**src/rtl/mips_pkg.sv**
```systemverilog
package mips_pkg;

    ////////////////////////////////////////
    // Basic types

    typedef logic [31:0] word_t;
    typedef logic [4:0]  reg_addr_t;

    // Cycles until a result can be forwarded
    typedef logic [1:0]  tnew_t;

    // Primary opcode, instr[31:26]
    typedef enum logic [5:0] {
        OP_SPECIAL = 6'b000000,
        OP_J       = 6'b000010,
        OP_BEQ     = 6'b000100,
        OP_ORI     = 6'b001101,
        OP_LUI     = 6'b001111,
        OP_LW      = 6'b100011,
        OP_SW      = 6'b101011
    } op_e;

    localparam logic [5:0] FUNCT_ADDU = 6'b100001;
    localparam logic [5:0] FUNCT_SUBU = 6'b100011;

    localparam word_t RESET_PC = 32'h0000_3000;

    typedef enum logic [1:0] {
        ALU_ADD = 2'd0,
        ALU_SUB = 2'd1,
        ALU_OR  = 2'd2,
        ALU_LUI = 2'd3
    } alu_op_e;

    ////////////////////////////////////////
    // Pipeline payloads, all-zero is a bubble

    typedef struct packed {
        word_t instr;
        word_t pc;
    } fd_t;

    typedef struct packed {
        word_t       pc;
        logic [15:0] imm;
        reg_addr_t   rs;
        reg_addr_t   rt;
        word_t       rs_val;
        word_t       rt_val;
        reg_addr_t   dst;
        alu_op_e     alu_op;
        logic        imm_sel;
        logic        mem_read;
        logic        mem_write;
        tnew_t       tnew;
    } dx_t;

    typedef struct packed {
        word_t     pc;
        word_t     alu_res;
        word_t     store_data;
        reg_addr_t rt;
        reg_addr_t dst;
        logic      mem_read;
        logic      mem_write;
        tnew_t     tnew;
    } xm_t;

    typedef struct packed {
        word_t     pc;
        word_t     value;
        reg_addr_t dst;
        logic      we;
    } mw_t;

    // Register-file write port, also the trace
    typedef struct packed {
        logic      we;
        reg_addr_t dst;
        word_t     data;
        word_t     pc;
    } wb_t;

    // Operand bypass: memory stage first, then writeback
    function automatic word_t fwd_val(reg_addr_t src, word_t stale, xm_t m, wb_t w);
        word_t val;
        if (src == '0) begin
            val = '0;
        end else if (m.dst == src && !m.mem_read) begin
            val = m.alu_res;
        end else if (w.we && w.dst == src) begin
            val = w.data;
        end else begin
            val = stale;
        end
        return val;
    endfunction

endpackage

```
**src/rtl/fetch_stage.sv**
```systemverilog
module fetch_stage #(
    parameter mips_pkg::word_t RESET_PC = mips_pkg::RESET_PC
) (
    input  logic            clk_i,
    input  logic            rst_n_i,
    input  logic            stall_i,
    input  logic            redirect_i,
    input  mips_pkg::word_t redirect_pc_i,
    output mips_pkg::word_t i_inst_addr_o,
    input  mips_pkg::word_t i_inst_rdata_i,
    output mips_pkg::fd_t   fd_o
);
    import mips_pkg::*;

    word_t pc_q;
    word_t pc_next;
    fd_t   fd_q;

    // Redirect lands after the delay slot, which is fetched this cycle
    assign pc_next = redirect_i ? redirect_pc_i : pc_q + 32'd4;

    always_ff @(posedge clk_i or negedge rst_n_i) begin
        if (!rst_n_i) begin
            pc_q <= RESET_PC;
            fd_q <= '0;
        end else if (!stall_i) begin
            pc_q       <= pc_next;
            fd_q.instr <= i_inst_rdata_i;
            fd_q.pc    <= pc_q;
        end
    end

    assign i_inst_addr_o = pc_q;
    assign fd_o          = fd_q;

    // Targets from decode must keep the PC on a word boundary
    pc_aligned_a: assert property (
        @(posedge clk_i) disable iff (!rst_n_i) pc_q[1:0] == 2'b00
    );

endmodule

```
**src/rtl/decode_stage.sv**
```systemverilog
module decode_stage (
    input  logic            clk_i,
    input  logic            rst_n_i,
    input  mips_pkg::fd_t   fd_i,
    input  mips_pkg::dx_t   dx_q_i,
    input  mips_pkg::xm_t   fwd_m_i,
    input  mips_pkg::wb_t   wb_i,
    output logic            stall_o,
    output logic            redirect_o,
    output mips_pkg::word_t redirect_pc_o,
    output mips_pkg::dx_t   dx_o
);
    import mips_pkg::*;

    word_t       rf_q [32];
    op_e         op;
    reg_addr_t   rs;
    reg_addr_t   rt;
    reg_addr_t   rd;
    logic [5:0]  funct;
    logic [15:0] imm;
    word_t       pc_plus4;
    word_t       rs_val;
    word_t       rt_val;
    logic        use_rs;
    logic        use_rt;
    logic        is_beq;
    logic        is_j;
    tnew_t       tuse;
    logic        stall_rs;
    logic        stall_rt;
    dx_t         ctl;

    assign op       = op_e'(fd_i.instr[31:26]);
    assign rs       = fd_i.instr[25:21];
    assign rt       = fd_i.instr[20:16];
    assign rd       = fd_i.instr[15:11];
    assign funct    = fd_i.instr[5:0];
    assign imm      = fd_i.instr[15:0];
    assign pc_plus4 = fd_i.pc + 32'd4;

    ////////////////////////////////////////
    // Register file

    always_ff @(posedge clk_i) begin
        if (wb_i.we) begin
            rf_q[wb_i.dst] <= wb_i.data;
        end
    end

    // Writeback bypass doubles as write-before-read
    assign rs_val = fwd_val(rs, rf_q[rs], fwd_m_i, wb_i);
    assign rt_val = fwd_val(rt, rf_q[rt], fwd_m_i, wb_i);

    ////////////////////////////////////////
    // Control decode

    always_comb begin
        ctl        = '0;
        ctl.pc     = fd_i.pc;
        ctl.imm    = imm;
        ctl.rs     = rs;
        ctl.rt     = rt;
        ctl.rs_val = rs_val;
        ctl.rt_val = rt_val;
        use_rs     = 1'b0;
        use_rt     = 1'b0;
        is_beq     = 1'b0;
        is_j       = 1'b0;
        tuse       = 2'd1;
        case (op)
            OP_SPECIAL: begin
                if (funct == FUNCT_ADDU || funct == FUNCT_SUBU) begin
                    ctl.dst    = rd;
                    ctl.alu_op = (funct == FUNCT_SUBU) ? ALU_SUB : ALU_ADD;
                    ctl.tnew   = 2'd1;
                    use_rs     = 1'b1;
                    use_rt     = 1'b1;
                end
            end
            OP_ORI: begin
                ctl.dst     = rt;
                ctl.alu_op  = ALU_OR;
                ctl.imm_sel = 1'b1;
                ctl.tnew    = 2'd1;
                use_rs      = 1'b1;
            end
            OP_LUI: begin
                ctl.dst     = rt;
                ctl.alu_op  = ALU_LUI;
                ctl.imm_sel = 1'b1;
                ctl.tnew    = 2'd1;
            end
            OP_LW: begin
                ctl.dst      = rt;
                ctl.imm_sel  = 1'b1;
                ctl.mem_read = 1'b1;
                ctl.tnew     = 2'd2;
                use_rs       = 1'b1;
            end
            OP_SW: begin
                ctl.imm_sel   = 1'b1;
                ctl.mem_write = 1'b1;
                use_rs        = 1'b1;
                use_rt        = 1'b1;
            end
            OP_BEQ: begin
                // Compared here, so needed right away
                is_beq = 1'b1;
                use_rs = 1'b1;
                use_rt = 1'b1;
                tuse   = 2'd0;
            end
            OP_J: begin
                is_j = 1'b1;
            end
            default: begin
                // Anything else goes down the pipe as a nop
            end
        endcase
    end

    ////////////////////////////////////////
    // Hazards and branch resolution

    assign stall_rs = use_rs && rs != '0 &&
        ((dx_q_i.dst == rs && dx_q_i.tnew > tuse) ||
         (fwd_m_i.dst == rs && fwd_m_i.tnew > tuse));
    assign stall_rt = use_rt && rt != '0 &&
        ((dx_q_i.dst == rt && dx_q_i.tnew > tuse) ||
         (fwd_m_i.dst == rt && fwd_m_i.tnew > tuse));
    assign stall_o  = stall_rs || stall_rt;

    assign redirect_o    = ((is_beq && rs_val == rt_val) || is_j) && !stall_o;
    assign redirect_pc_o = is_j ? {pc_plus4[31:28], fd_i.instr[25:0], 2'b00}
                                : pc_plus4 + {{14{imm[15]}}, imm, 2'b00};

    assign dx_o = stall_o ? '0 : ctl;

    // Tnew never exceeds two, so a hazard clears within two cycles
    stall_bounded_a: assert property (
        @(posedge clk_i) disable iff (!rst_n_i) (stall_o && $past(stall_o)) |=> !stall_o
    );

endmodule

```
**src/rtl/execute_stage.sv**
```systemverilog
module execute_stage (
    input  logic          clk_i,
    input  logic          rst_n_i,
    input  mips_pkg::dx_t dx_i,
    input  mips_pkg::xm_t fwd_m_i,
    input  mips_pkg::wb_t wb_i,
    output mips_pkg::dx_t dx_q_o,
    output mips_pkg::xm_t xm_o
);
    import mips_pkg::*;

    dx_t   dx_q;
    word_t op_a;
    word_t op_b;
    word_t imm_ext;
    word_t src_b;
    word_t alu_res;

    always_ff @(posedge clk_i or negedge rst_n_i) begin
        if (!rst_n_i) begin
            dx_q <= '0;
        end else begin
            dx_q <= dx_i;
        end
    end

    assign dx_q_o = dx_q;

    // Producers that were still in flight during decode
    assign op_a = fwd_val(dx_q.rs, dx_q.rs_val, fwd_m_i, wb_i);
    assign op_b = fwd_val(dx_q.rt, dx_q.rt_val, fwd_m_i, wb_i);

    // Address offsets are signed, logic immediates are not
    assign imm_ext = (dx_q.mem_read || dx_q.mem_write) ? {{16{dx_q.imm[15]}}, dx_q.imm}
                                                       : {16'h0000, dx_q.imm};
    assign src_b   = dx_q.imm_sel ? imm_ext : op_b;

    always_comb begin
        case (dx_q.alu_op)
            ALU_ADD: alu_res = op_a + src_b;
            ALU_SUB: alu_res = op_a - src_b;
            ALU_OR:  alu_res = op_a | src_b;
            default: alu_res = {src_b[15:0], 16'h0000};
        endcase
    end

    always_comb begin
        xm_o            = '0;
        xm_o.pc         = dx_q.pc;
        xm_o.alu_res    = alu_res;
        xm_o.store_data = op_b;
        xm_o.rt         = dx_q.rt;
        xm_o.dst        = dx_q.dst;
        xm_o.mem_read   = dx_q.mem_read;
        xm_o.mem_write  = dx_q.mem_write;
        xm_o.tnew       = (dx_q.tnew == '0) ? '0 : tnew_t'(dx_q.tnew - 2'd1);
    end

endmodule

```
**src/rtl/memory_stage.sv**
```systemverilog
module memory_stage (
    input  logic            clk_i,
    input  logic            rst_n_i,
    input  mips_pkg::xm_t   xm_i,
    output mips_pkg::word_t m_data_addr_o,
    output mips_pkg::word_t m_data_wdata_o,
    output mips_pkg::word_t m_inst_addr_o,
    output logic [3:0]      m_data_byteen_o,
    input  mips_pkg::word_t m_data_rdata_i,
    output mips_pkg::xm_t   fwd_m_o,
    output mips_pkg::wb_t   wb_o
);
    import mips_pkg::*;

    xm_t xm_q;
    mw_t mw_d;
    mw_t mw_q;

    always_ff @(posedge clk_i or negedge rst_n_i) begin
        if (!rst_n_i) begin
            xm_q <= '0;
            mw_q <= '0;
        end else begin
            xm_q <= xm_i;
            mw_q <= mw_d;
        end
    end

    assign fwd_m_o = xm_q;

    ////////////////////////////////////////
    // Data port, word accesses only

    assign m_data_addr_o   = xm_q.alu_res;
    assign m_inst_addr_o   = xm_q.pc;
    assign m_data_byteen_o = {4{xm_q.mem_write}};
    assign m_data_wdata_o  = (wb_o.we && wb_o.dst == xm_q.rt) ? wb_o.data : xm_q.store_data;

    always_comb begin
        mw_d.pc    = xm_q.pc;
        mw_d.value = xm_q.mem_read ? m_data_rdata_i : xm_q.alu_res;
        mw_d.dst   = xm_q.dst;
        // $zero never shows up on the trace
        mw_d.we    = xm_q.dst != '0;
    end

    always_comb begin
        wb_o.we   = mw_q.we;
        wb_o.dst  = mw_q.dst;
        wb_o.data = mw_q.value;
        wb_o.pc   = mw_q.pc;
    end

    // Whole words only reach the data port on an aligned address
    word_aligned_access_a: assert property (
        @(posedge clk_i) disable iff (!rst_n_i)
        (xm_q.mem_read || xm_q.mem_write) |-> m_data_addr_o[1:0] == 2'b00
    );

endmodule

```
**src/rtl/mips_core.sv**
```systemverilog
module mips_core #(
    parameter mips_pkg::word_t RESET_PC = mips_pkg::RESET_PC
) (
    input  logic                clk_i,
    input  logic                rst_n_i,
    output mips_pkg::word_t     i_inst_addr_o,
    input  mips_pkg::word_t     i_inst_rdata_i,
    output mips_pkg::word_t     m_data_addr_o,
    output mips_pkg::word_t     m_data_wdata_o,
    output mips_pkg::word_t     m_inst_addr_o,
    output logic [3:0]          m_data_byteen_o,
    input  mips_pkg::word_t     m_data_rdata_i,
    output logic                w_grf_we_o,
    output mips_pkg::reg_addr_t w_grf_addr_o,
    output mips_pkg::word_t     w_grf_wdata_o,
    output mips_pkg::word_t     w_inst_addr_o
);
    import mips_pkg::*;

    fd_t   fd;
    dx_t   dx;
    dx_t   dx_q;
    xm_t   xm;
    xm_t   fwd_m;
    wb_t   wb;
    logic  stall;
    logic  redirect;
    word_t redirect_pc;

    fetch_stage #(
        .RESET_PC(RESET_PC)
    ) u_fetch (
        .clk_i          (clk_i),
        .rst_n_i        (rst_n_i),
        .stall_i        (stall),
        .redirect_i     (redirect),
        .redirect_pc_i  (redirect_pc),
        .i_inst_addr_o  (i_inst_addr_o),
        .i_inst_rdata_i (i_inst_rdata_i),
        .fd_o           (fd)
    );

    decode_stage u_decode (
        .clk_i         (clk_i),
        .rst_n_i       (rst_n_i),
        .fd_i          (fd),
        .dx_q_i        (dx_q),
        .fwd_m_i       (fwd_m),
        .wb_i          (wb),
        .stall_o       (stall),
        .redirect_o    (redirect),
        .redirect_pc_o (redirect_pc),
        .dx_o          (dx)
    );

    execute_stage u_execute (
        .clk_i   (clk_i),
        .rst_n_i (rst_n_i),
        .dx_i    (dx),
        .fwd_m_i (fwd_m),
        .wb_i    (wb),
        .dx_q_o  (dx_q),
        .xm_o    (xm)
    );

    memory_stage u_memory (
        .clk_i           (clk_i),
        .rst_n_i         (rst_n_i),
        .xm_i            (xm),
        .m_data_addr_o   (m_data_addr_o),
        .m_data_wdata_o  (m_data_wdata_o),
        .m_inst_addr_o   (m_inst_addr_o),
        .m_data_byteen_o (m_data_byteen_o),
        .m_data_rdata_i  (m_data_rdata_i),
        .fwd_m_o         (fwd_m),
        .wb_o            (wb)
    );

    // Writeback trace
    assign w_grf_we_o    = wb.we;
    assign w_grf_addr_o  = wb.dst;
    assign w_grf_wdata_o = wb.data;
    assign w_inst_addr_o = wb.pc;

endmodule

```
**config.mk**
```make
export PLATFORM = sky130hd
export DESIGN_NAME = mips_core
export DESIGN_NICKNAME = d
export VERILOG_FILES = /design/src/rtl/mips_pkg.sv /design/src/rtl/fetch_stage.sv /design/src/rtl/decode_stage.sv /design/src/rtl/execute_stage.sv /design/src/rtl/memory_stage.sv /design/src/rtl/mips_core.sv
export SDC_FILE = /design/constraint.sdc
export NUM_CORES = 2
export LEC_CHECK = 0
export BUFFER_PORTS_ARGS = -buffer_cell sky130_fd_sc_hd__buf_2
export CORE_MARGIN = 2
export CORE_UTILIZATION = 45
export CTS_BUF_LIST = sky130_fd_sc_hd__clkbuf_8
export DETAILED_ROUTE_END_ITERATION = 8
export GPL_ROUTABILITY_DRIVEN = 0
export MAX_ROUTING_LAYER = met4
export SYNTH_ARGS = -nofsm -noshare
export SYNTH_HDL_FRONTEND = slang
export SYNTH_SLANG_ARGS = --single-unit
```
**constraint.sdc**
```tcl
create_clock -name clk_i -period 7.9 [get_ports clk_i]
set_input_delay 0.79 -clock clk_i [delete_from_list [all_inputs] [get_ports clk_i]]
set_output_delay 0.79 -clock clk_i [all_outputs]
set_load 0.02 [all_outputs]
```
# [Word-level counts from Yosys, hierarchy flattened]
# Memory sizes are Yosys's and may differ from the RTL's.
# Index checks and enable logic that the tools add are counted.
[totals] ff_bits=410 mem_bits_rw=1024 input_bits=66 out_inout_bits=202 word_cells=139 n_memories=1
[mem_list] memory="u_decode.rf_q" words=32 word_bits=32 read_ports=2 rd_clocked_by_memory_dff=0 write_ports=1 line_no="decode_stage.sv:15" source="word_t rf_q [32];"
[op_classes] n_addsub=6 n_lt_le_gt_ge=2 eq_ne=22 n_mux=38 bitwise=1 n_reduce_logical=42
[ops] op="32-bit 2-to-1 mux" count=18
[ops] op="134-bit 2-to-1 mux" count=1
[ops] op="32-bit case mux with 3 select lines" count=1
[ops] op="32-bit by 3-bit adder with 32-bit output (second input constant)" count=2
[ops] op="32-bit adder" count=2
[ops] op="5-bit equality test" count=11
[ops] op="32-bit equality test" count=1
[ops] op="32-bit bitwise OR" count=1
[ops] op="32-bit subtractor" count=1
[ops] op="6-bit equality test (second input constant)" count=4
[ops] op="5-bit zero test" count=4
[ops] op="1-bit logical AND" count=19
[ops] op="5-bit nonzero test" count=3
[ops] op="6-bit by 4-bit equality test with 1-bit output (second input constant)" count=2
[ops] op="2-bit case mux with 3 select lines" count=2
[ops] op="1-bit 2-to-1 mux" count=11
[ops] op="5-bit case mux with 2 select lines" count=1
[ops] op="4-bit OR reduction" count=2
[ops] op="7-bit 2-to-1 mux" count=1
[ops] op="6-bit by 2-bit equality test with 1-bit output (second input constant)" count=1
[ops] op="6-bit by 3-bit equality test with 1-bit output (second input constant)" count=1
[ops] op="6-bit zero test" count=1
[ops] op="1-bit logical OR" count=6
[ops] op="2-bit by 1-bit > comparator with 1-bit output" count=2
[ops] op="9 further kinds" count=13

# [Longest topological paths before layout]
[logic_depth] depth_word=10 mapped_depth=29

# [Cells and area by module]
# A second synthesis with hierarchy kept.
[hier_totals] hier_cells=5180 hier_area_um2=73354.1
[by_module_without_submodules] mod="decode_stage" n_inst=1 cells_each=3436 area_per_inst_um2=53645.2 seq_area_each_um2=30749.5
[by_module_without_submodules] mod="execute_stage" n_inst=1 cells_each=997 area_per_inst_um2=9056.2 seq_area_each_um2=3353.2
[by_module_without_submodules] mod="memory_stage" n_inst=1 cells_each=367 area_per_inst_um2=6284.8 seq_area_each_um2=4504.3
[by_module_without_submodules] mod="fetch_stage" n_inst=1 cells_each=380 area_per_inst_um2=4367.9 seq_area_each_um2=2404.8

# [Worst setup path before layout]
# No wires, ideal clock.
[synth_path] path_type="reg2reg" start="register u_memory.mw_q (netlist bit u_memory.wb_o[66])" end="register u_memory.xm_q (netlist bit u_memory.m_data_addr_o[30])" setup_ns=0.139 arrival_ns=5.421 required_time_ns=7.761 path_slack_ns=2.339 stages_incl_launch_ff=25 period_less_slack_ns=5.561 path_cell_list="dfrtp_1 clkbuf_1 xor2_1 nor4_1 and3_1 clkbuf_1 clkbuf_1 buf_1 mux2i_1 a211o_1 ha_1 inv_1 fa_1 a21o_1 a21oi_1 o21ai_0 a211oi_1 o21a_1 a211oi_1 o2111ai_1 a21o_1 a21oi_1 a21oi_1 xor2_1 o21ai_0"
[synth_via] elab_chain_len=8 word_cells_on_any_way=15 classes_between="add/sub (2); eq/ne (2); mux (8); bitwise (1); reduce/logical (2)"
[synth_lines] item="start: declaration" line_no="memory_stage.sv:17" source="mw_t mw_q;"
[synth_lines] item="start signal: assignment" line_no="memory_stage.sv:25" source="mw_q <= mw_d;"
[synth_lines] item="5-bit equality test" line_no="mips_pkg.sv:91" source="end else if (w.we && w.dst == src) begin"
[synth_lines] item="1-bit logical AND" line_no="mips_pkg.sv:91"
[synth_lines] item="32-bit 2-to-1 mux" line_no="mips_pkg.sv:91"
[synth_lines] item="32-bit 2-to-1 mux" line_no="mips_pkg.sv:89" source="end else if (m.dst == src && !m.mem_read) begin"
[synth_lines] item="32-bit 2-to-1 mux" line_no="mips_pkg.sv:87" source="if (src == '0) begin"
[synth_lines] item="32-bit 2-to-1 mux" line_no="execute_stage.sv:36" source="assign src_b = dx_q.imm_sel ? imm_ext : op_b;"
[synth_lines] item="32-bit subtractor (tied with other cells)" line_no="execute_stage.sv:41" source="ALU_SUB: alu_res = op_a - src_b;"
[synth_lines] item="32-bit case mux with 3 select lines (*)" line_no="execute_stage.sv:39" source="case (dx_q.alu_op)"
[synth_lines] item="named net u_execute.alu_res[30]" line_no="execute_stage.sv:17" source="word_t alu_res;"
[synth_lines] item="end signal: assignment" line_no="memory_stage.sv:24" source="xm_q <= xm_i;"
[synth_lines] item="end: declaration" line_no="memory_stage.sv:15" source="xm_t xm_q;"
# Mark *: on every way through the listed nets, which the timed path passes. The rest lies on a longest branch.
# A chain may end at the register's enable or synchronous reset.

# [Final worst setup path]
[layout_path] start="register u_fetch.fd_q (netlist bit u_fetch.fd_o[49])" end="register u_fetch.pc_q[27], in the netlist u_fetch.i_inst_addr_o[27]"
[layout_via] elab_chain_len=10 word_cells_on_any_way=23 classes_between="eq/ne (4); mux (4); reduce/logical (14); memory (1)"
[layout_lines] item="start: declaration" line_no="fetch_stage.sv:17" source="fd_t fd_q;"
[layout_lines] item="branches (longest 10 deep; another with memory read 32 x 32 bit)"
[layout_lines] item="end signal: assignment" line_no="fetch_stage.sv:27" source="pc_q <= pc_next;"
[layout_lines] item="end: declaration" line_no="fetch_stage.sv:15" source="word_t pc_q;"
# Parallel ways; which one is timed is not known.

==> out/qor.yml <==
logic_synthesis:
  ys_ff_latch: 1434
  synth_edf_count: 1024
  yosysUniqueCellTypes: 94
  async_reset_ff_frac: 0.286
  synth_mux_area_frac: 0.198
  synth-simple-area-share: 0.0769
  ys_seq_area_frac: 0.570
  synth_top_area_frac: 0.428
  yosys-top-cells-area: "edfxtp_1, dfrtp_1, mux4_2"
  yosysWarningCount: 0
  synthCells: 4912
  synthFlopType: "edfxtp_1"
  synthAdderAreaFrac: 0.0120
  yosysMostFrequentCell: "edfxtp_1"
  synth_common_cells: "edfxtp_1, mux4_2, dfrtp_1"
  synth_top_family_by_area: "multiplexers"
  synth_compound_area_frac: 0.0822
  syn-mean-instance-area_um2: 14.6
  synthXorXnorAreaFrac: 0.0239
  synth.net_count: 5046
  syn-cell-area_um2: 71900
  yosysTopAreaCell: "edfxtp_1"
cts:
  cts-buffers-inserted: 233
  cts_tree: "done"
  cts.sinks: 1434
  htreeDepth: 4
  postCtsSetupRepairBufs: 0
  clkTransAtPathRegs_ns: 0.07
  cts_max_path_buffers: 3
  cts_root_buf: "clkbuf_8"
  clkLatencyLatePin_ns: 1.01
critical_path:
  arrival_ns: 7.57
  r2r_cells: 14
  worstPathRequired_ns: 8.77
  critPathLaunchType: "flip-flop"
  end_kind: "flip-flop"
  cp_max_fo: 44
  reg2reg_slack_ns: 1.20
  r2r_end: "u_fetch.i_inst_addr_o[27]$_DFFE_PN0P_"
  path_class: "flip-flop to flip-flop"
  r2r_start: "u_fetch.fd_o[49]$_DFFE_PN0P_"
floorplanning:
  ios: 268
  dieArea_um2: 163000
  dieHeight_um: 404
  rows: 146
  core-area_um2: 159000
  start_util: 0.453
  die_width_um: 404
routing:
  dr_total_vias: 50400
  ant_nets: 0
  firstDrtPassIters: 8
  wl_per_cell_um: 35.0
  vias_per_cell: 6.69
  drcViolationCount: 0
  drtIter0Drc: 8218
  drt-total-wl_um: 264000
global_route:
  grt_max_degree: 107
  grt_pass1_vias: 48200
  grt.total_usage: 0.329
  antenna_found_initial: 15
  grt_pass1_wl_um: 366000
  grt_overflow: 0
sta:
  fin_skew_ns: 0.116
  tightest_slew_ns: 1.45
  hold_viol_final: 0
  slew_headroom: 0.0257
  fin_ws_ns: 1.20
  period_needed_ns: 6.70
  fin_tns_setup_ns: 0
  rsz0062_at_grt: "no"
  setup_viol: 0
  finalMaxSlewViolations: 0
  finalCritPeriodShare: 0.848
  fmax_mhz: 149
power_and_ir_drop:
  intPower_mw: 14.7
  switchingPower_mw: 7.57
  vdd_drop_max_mv: 0.304
  p_clk_frac: 0.304
  p_comb_frac: 0.240
  finalPower_mw: 22.3
  p_sw_frac: 0.340
  pwr-share-seq: 0.456
  power_density_nw_per_um2: 275
  power_leakage_nw: 29.2
placement:
  hpwl_um: 173000
  place_ws_ns: 1.50
  dpl_cell_area_um2: 75600
  port_buffers: 267
min_path:
  hold_class: "input port to flip-flop"
  min_to: "u_memory.wb_o[57]$_DFF_PN0_"
  min_path_cells: 2
  worstHoldStart: "m_data_rdata_i[25]"
flow_run:
  maxCapViolCount: 0
finish:
  n_fill_cell: 13300
  syn_to_final_growth_pct: 12.6
  final_area_um2: 81000
  fin_nets: 5395
  multi_input_area_um2: 28500
  drive_above_1_share: 0.278
  regArea_um2: 41000
outcome:
  outcome: "finished clean"
==> worst max path at each step <==
stage                                        startpoint  cells past startpoint                                    end  slack [ns]
after floorplan             u_memory.wb_o[66]$_DFF_PN0_                     24   u_memory.m_data_addr_o[30]$_DFF_PN0_        2.34
after global placement      u_memory.wb_o[68]$_DFF_PN0_                     25   u_memory.m_data_addr_o[30]$_DFF_PN0_        1.53
after detailed placement  u_memory.fwd_m_o[5]$_DFF_PN0_                     24   u_memory.m_data_addr_o[30]$_DFF_PN0_        1.50
after CTS                 u_memory.fwd_m_o[5]$_DFF_PN0_                     24   u_memory.m_data_addr_o[30]$_DFF_PN0_        1.50
after global routing      u_memory.fwd_m_o[5]$_DFF_PN0_                     24   u_memory.m_data_addr_o[30]$_DFF_PN0_        0.93
final                      u_fetch.fd_o[49]$_DFFE_PN0P_                     14  u_fetch.i_inst_addr_o[27]$_DFFE_PN0P_        1.20
==> power groups by stage <==
| stage | logic [mW] | registers, mW | clock network, mW |
|---|---|---|---|
| after floorplan | 2.67 | 10.6 | 0 |
| after global placement | 5.13 | 10.3 | 0 |
| after detailed placement | 5.19 | 10.3 | 0 |
| after CTS | 5.22 | 10.1 | 6.85 |
| after global routing | 5.63 | 10.2 | 7.18 |
| final | 5.35 | 10.2 | 6.78 |
==> kinds of logic after synthesis <==
kind of cell	after synthesis
AOI/OAI and AO/OA	842
xor gates and xnor gates	196
adders and majority gates	68
buffers and inverters	484
DFF	1434
muxes	816
and+or+nand+nor	1072
==> registers in the layout (all words and copies together), names as in the netlist <==
signal                  flops
u_decode.rf_q            1024
u_execute.dx_q_o          134
u_memory.wb_o              70
u_fetch.fd_o               64
u_memory.fwd_m_o           46
u_fetch.i_inst_addr_o      32
u_memory.m_data_addr_o     32
u_memory.m_inst_addr_o     32
==> critical path, cell delays in order (launching register included) <==
cell and delay, ns:
dfrtp_4 1.03, buf_4 0.49, and2_1 0.97, a22oi_1 0.23
nand3_1 0.15, nand4_1 0.28, a22oi_1 0.47, xnor2_1 0.21
nor4_1 0.28, nand3_1 0.48, nor4_4 0.61, and2_1 0.57
buf_4 0.32, a311oi_1 0.07, o32a_1 0.34
==> cells in the final DEF, fill, tap and decap left out, types with 38 or more instances in the layout <==
cell type,n
a211oi_1,79
a21oi_1,104
a22oi_1,74
a31oi_1,68
and2_1,121
and3_1,49
buf_2,266
buf_4,196
clkbuf_8,247
clkinv_1,38
clkinv_2,46
dfrtp_1,397
dlygate4sd3_1,48
edfxtp_1,1024
ha_1,66
inv_1,121
mux2_2,139
mux2i_1,212
mux4_2,445
nand2_1,180
nand3_1,106
nand4_1,39
nor2_1,227
nor2b_1,43
nor3_1,83
o21ai_0,127
o22ai_1,78
xnor2_1,117
xor2_1,79
==> stage by stage <==
stage           util  instances  hold slack, ns
6_report       0.511       7537          0.0808
5_1_grt        0.511       7534          0.0419
4_1_cts        0.511       7528         0.00890
3_5_place_dp   0.477       7050           0.335
3_3_place_gp   0.477       7050           0.332
2_1_floorplan      -       4912           0.331
==> cell type report <==
| cell class | instances | area share |
|---|---|---|
| Sequential cell | 1434 | 0.507 |
| Clock inverter | 183 | 0.0181 |
| Inverter | 69 | 0.00320 |
| Multi-Input combinational cell | 2994 | 0.353 |
| Clock buffer | 247 | 0.0420 |
| Antenna cell | 9 | 0.000278 |
| Timing Repair Buffer | 529 | 0.0452 |
| Tap cell | 2072 | 0.0320 |
==> layer usage <==
layer	wire length (um)	vias to the layer above	share of wire	global-route usage
li1	-	20200	-	-
met1	98800	25800	0.37	0.426
met2	116000	3648	0.44	0.474
met3	33000	731	0.12	0.0907
met4	16100	0	0.061	0.171
met5	0	-	0	-
==> timing repair <==
item / in CTS / in global routing
endpoints found under the hold margin: 146 / 0
hold buffers: 48 / 0
gates resized for setup: 0 / 0
endpoints found under the setup margin: 0 / 0
Power figures use the tool's default switching activity.
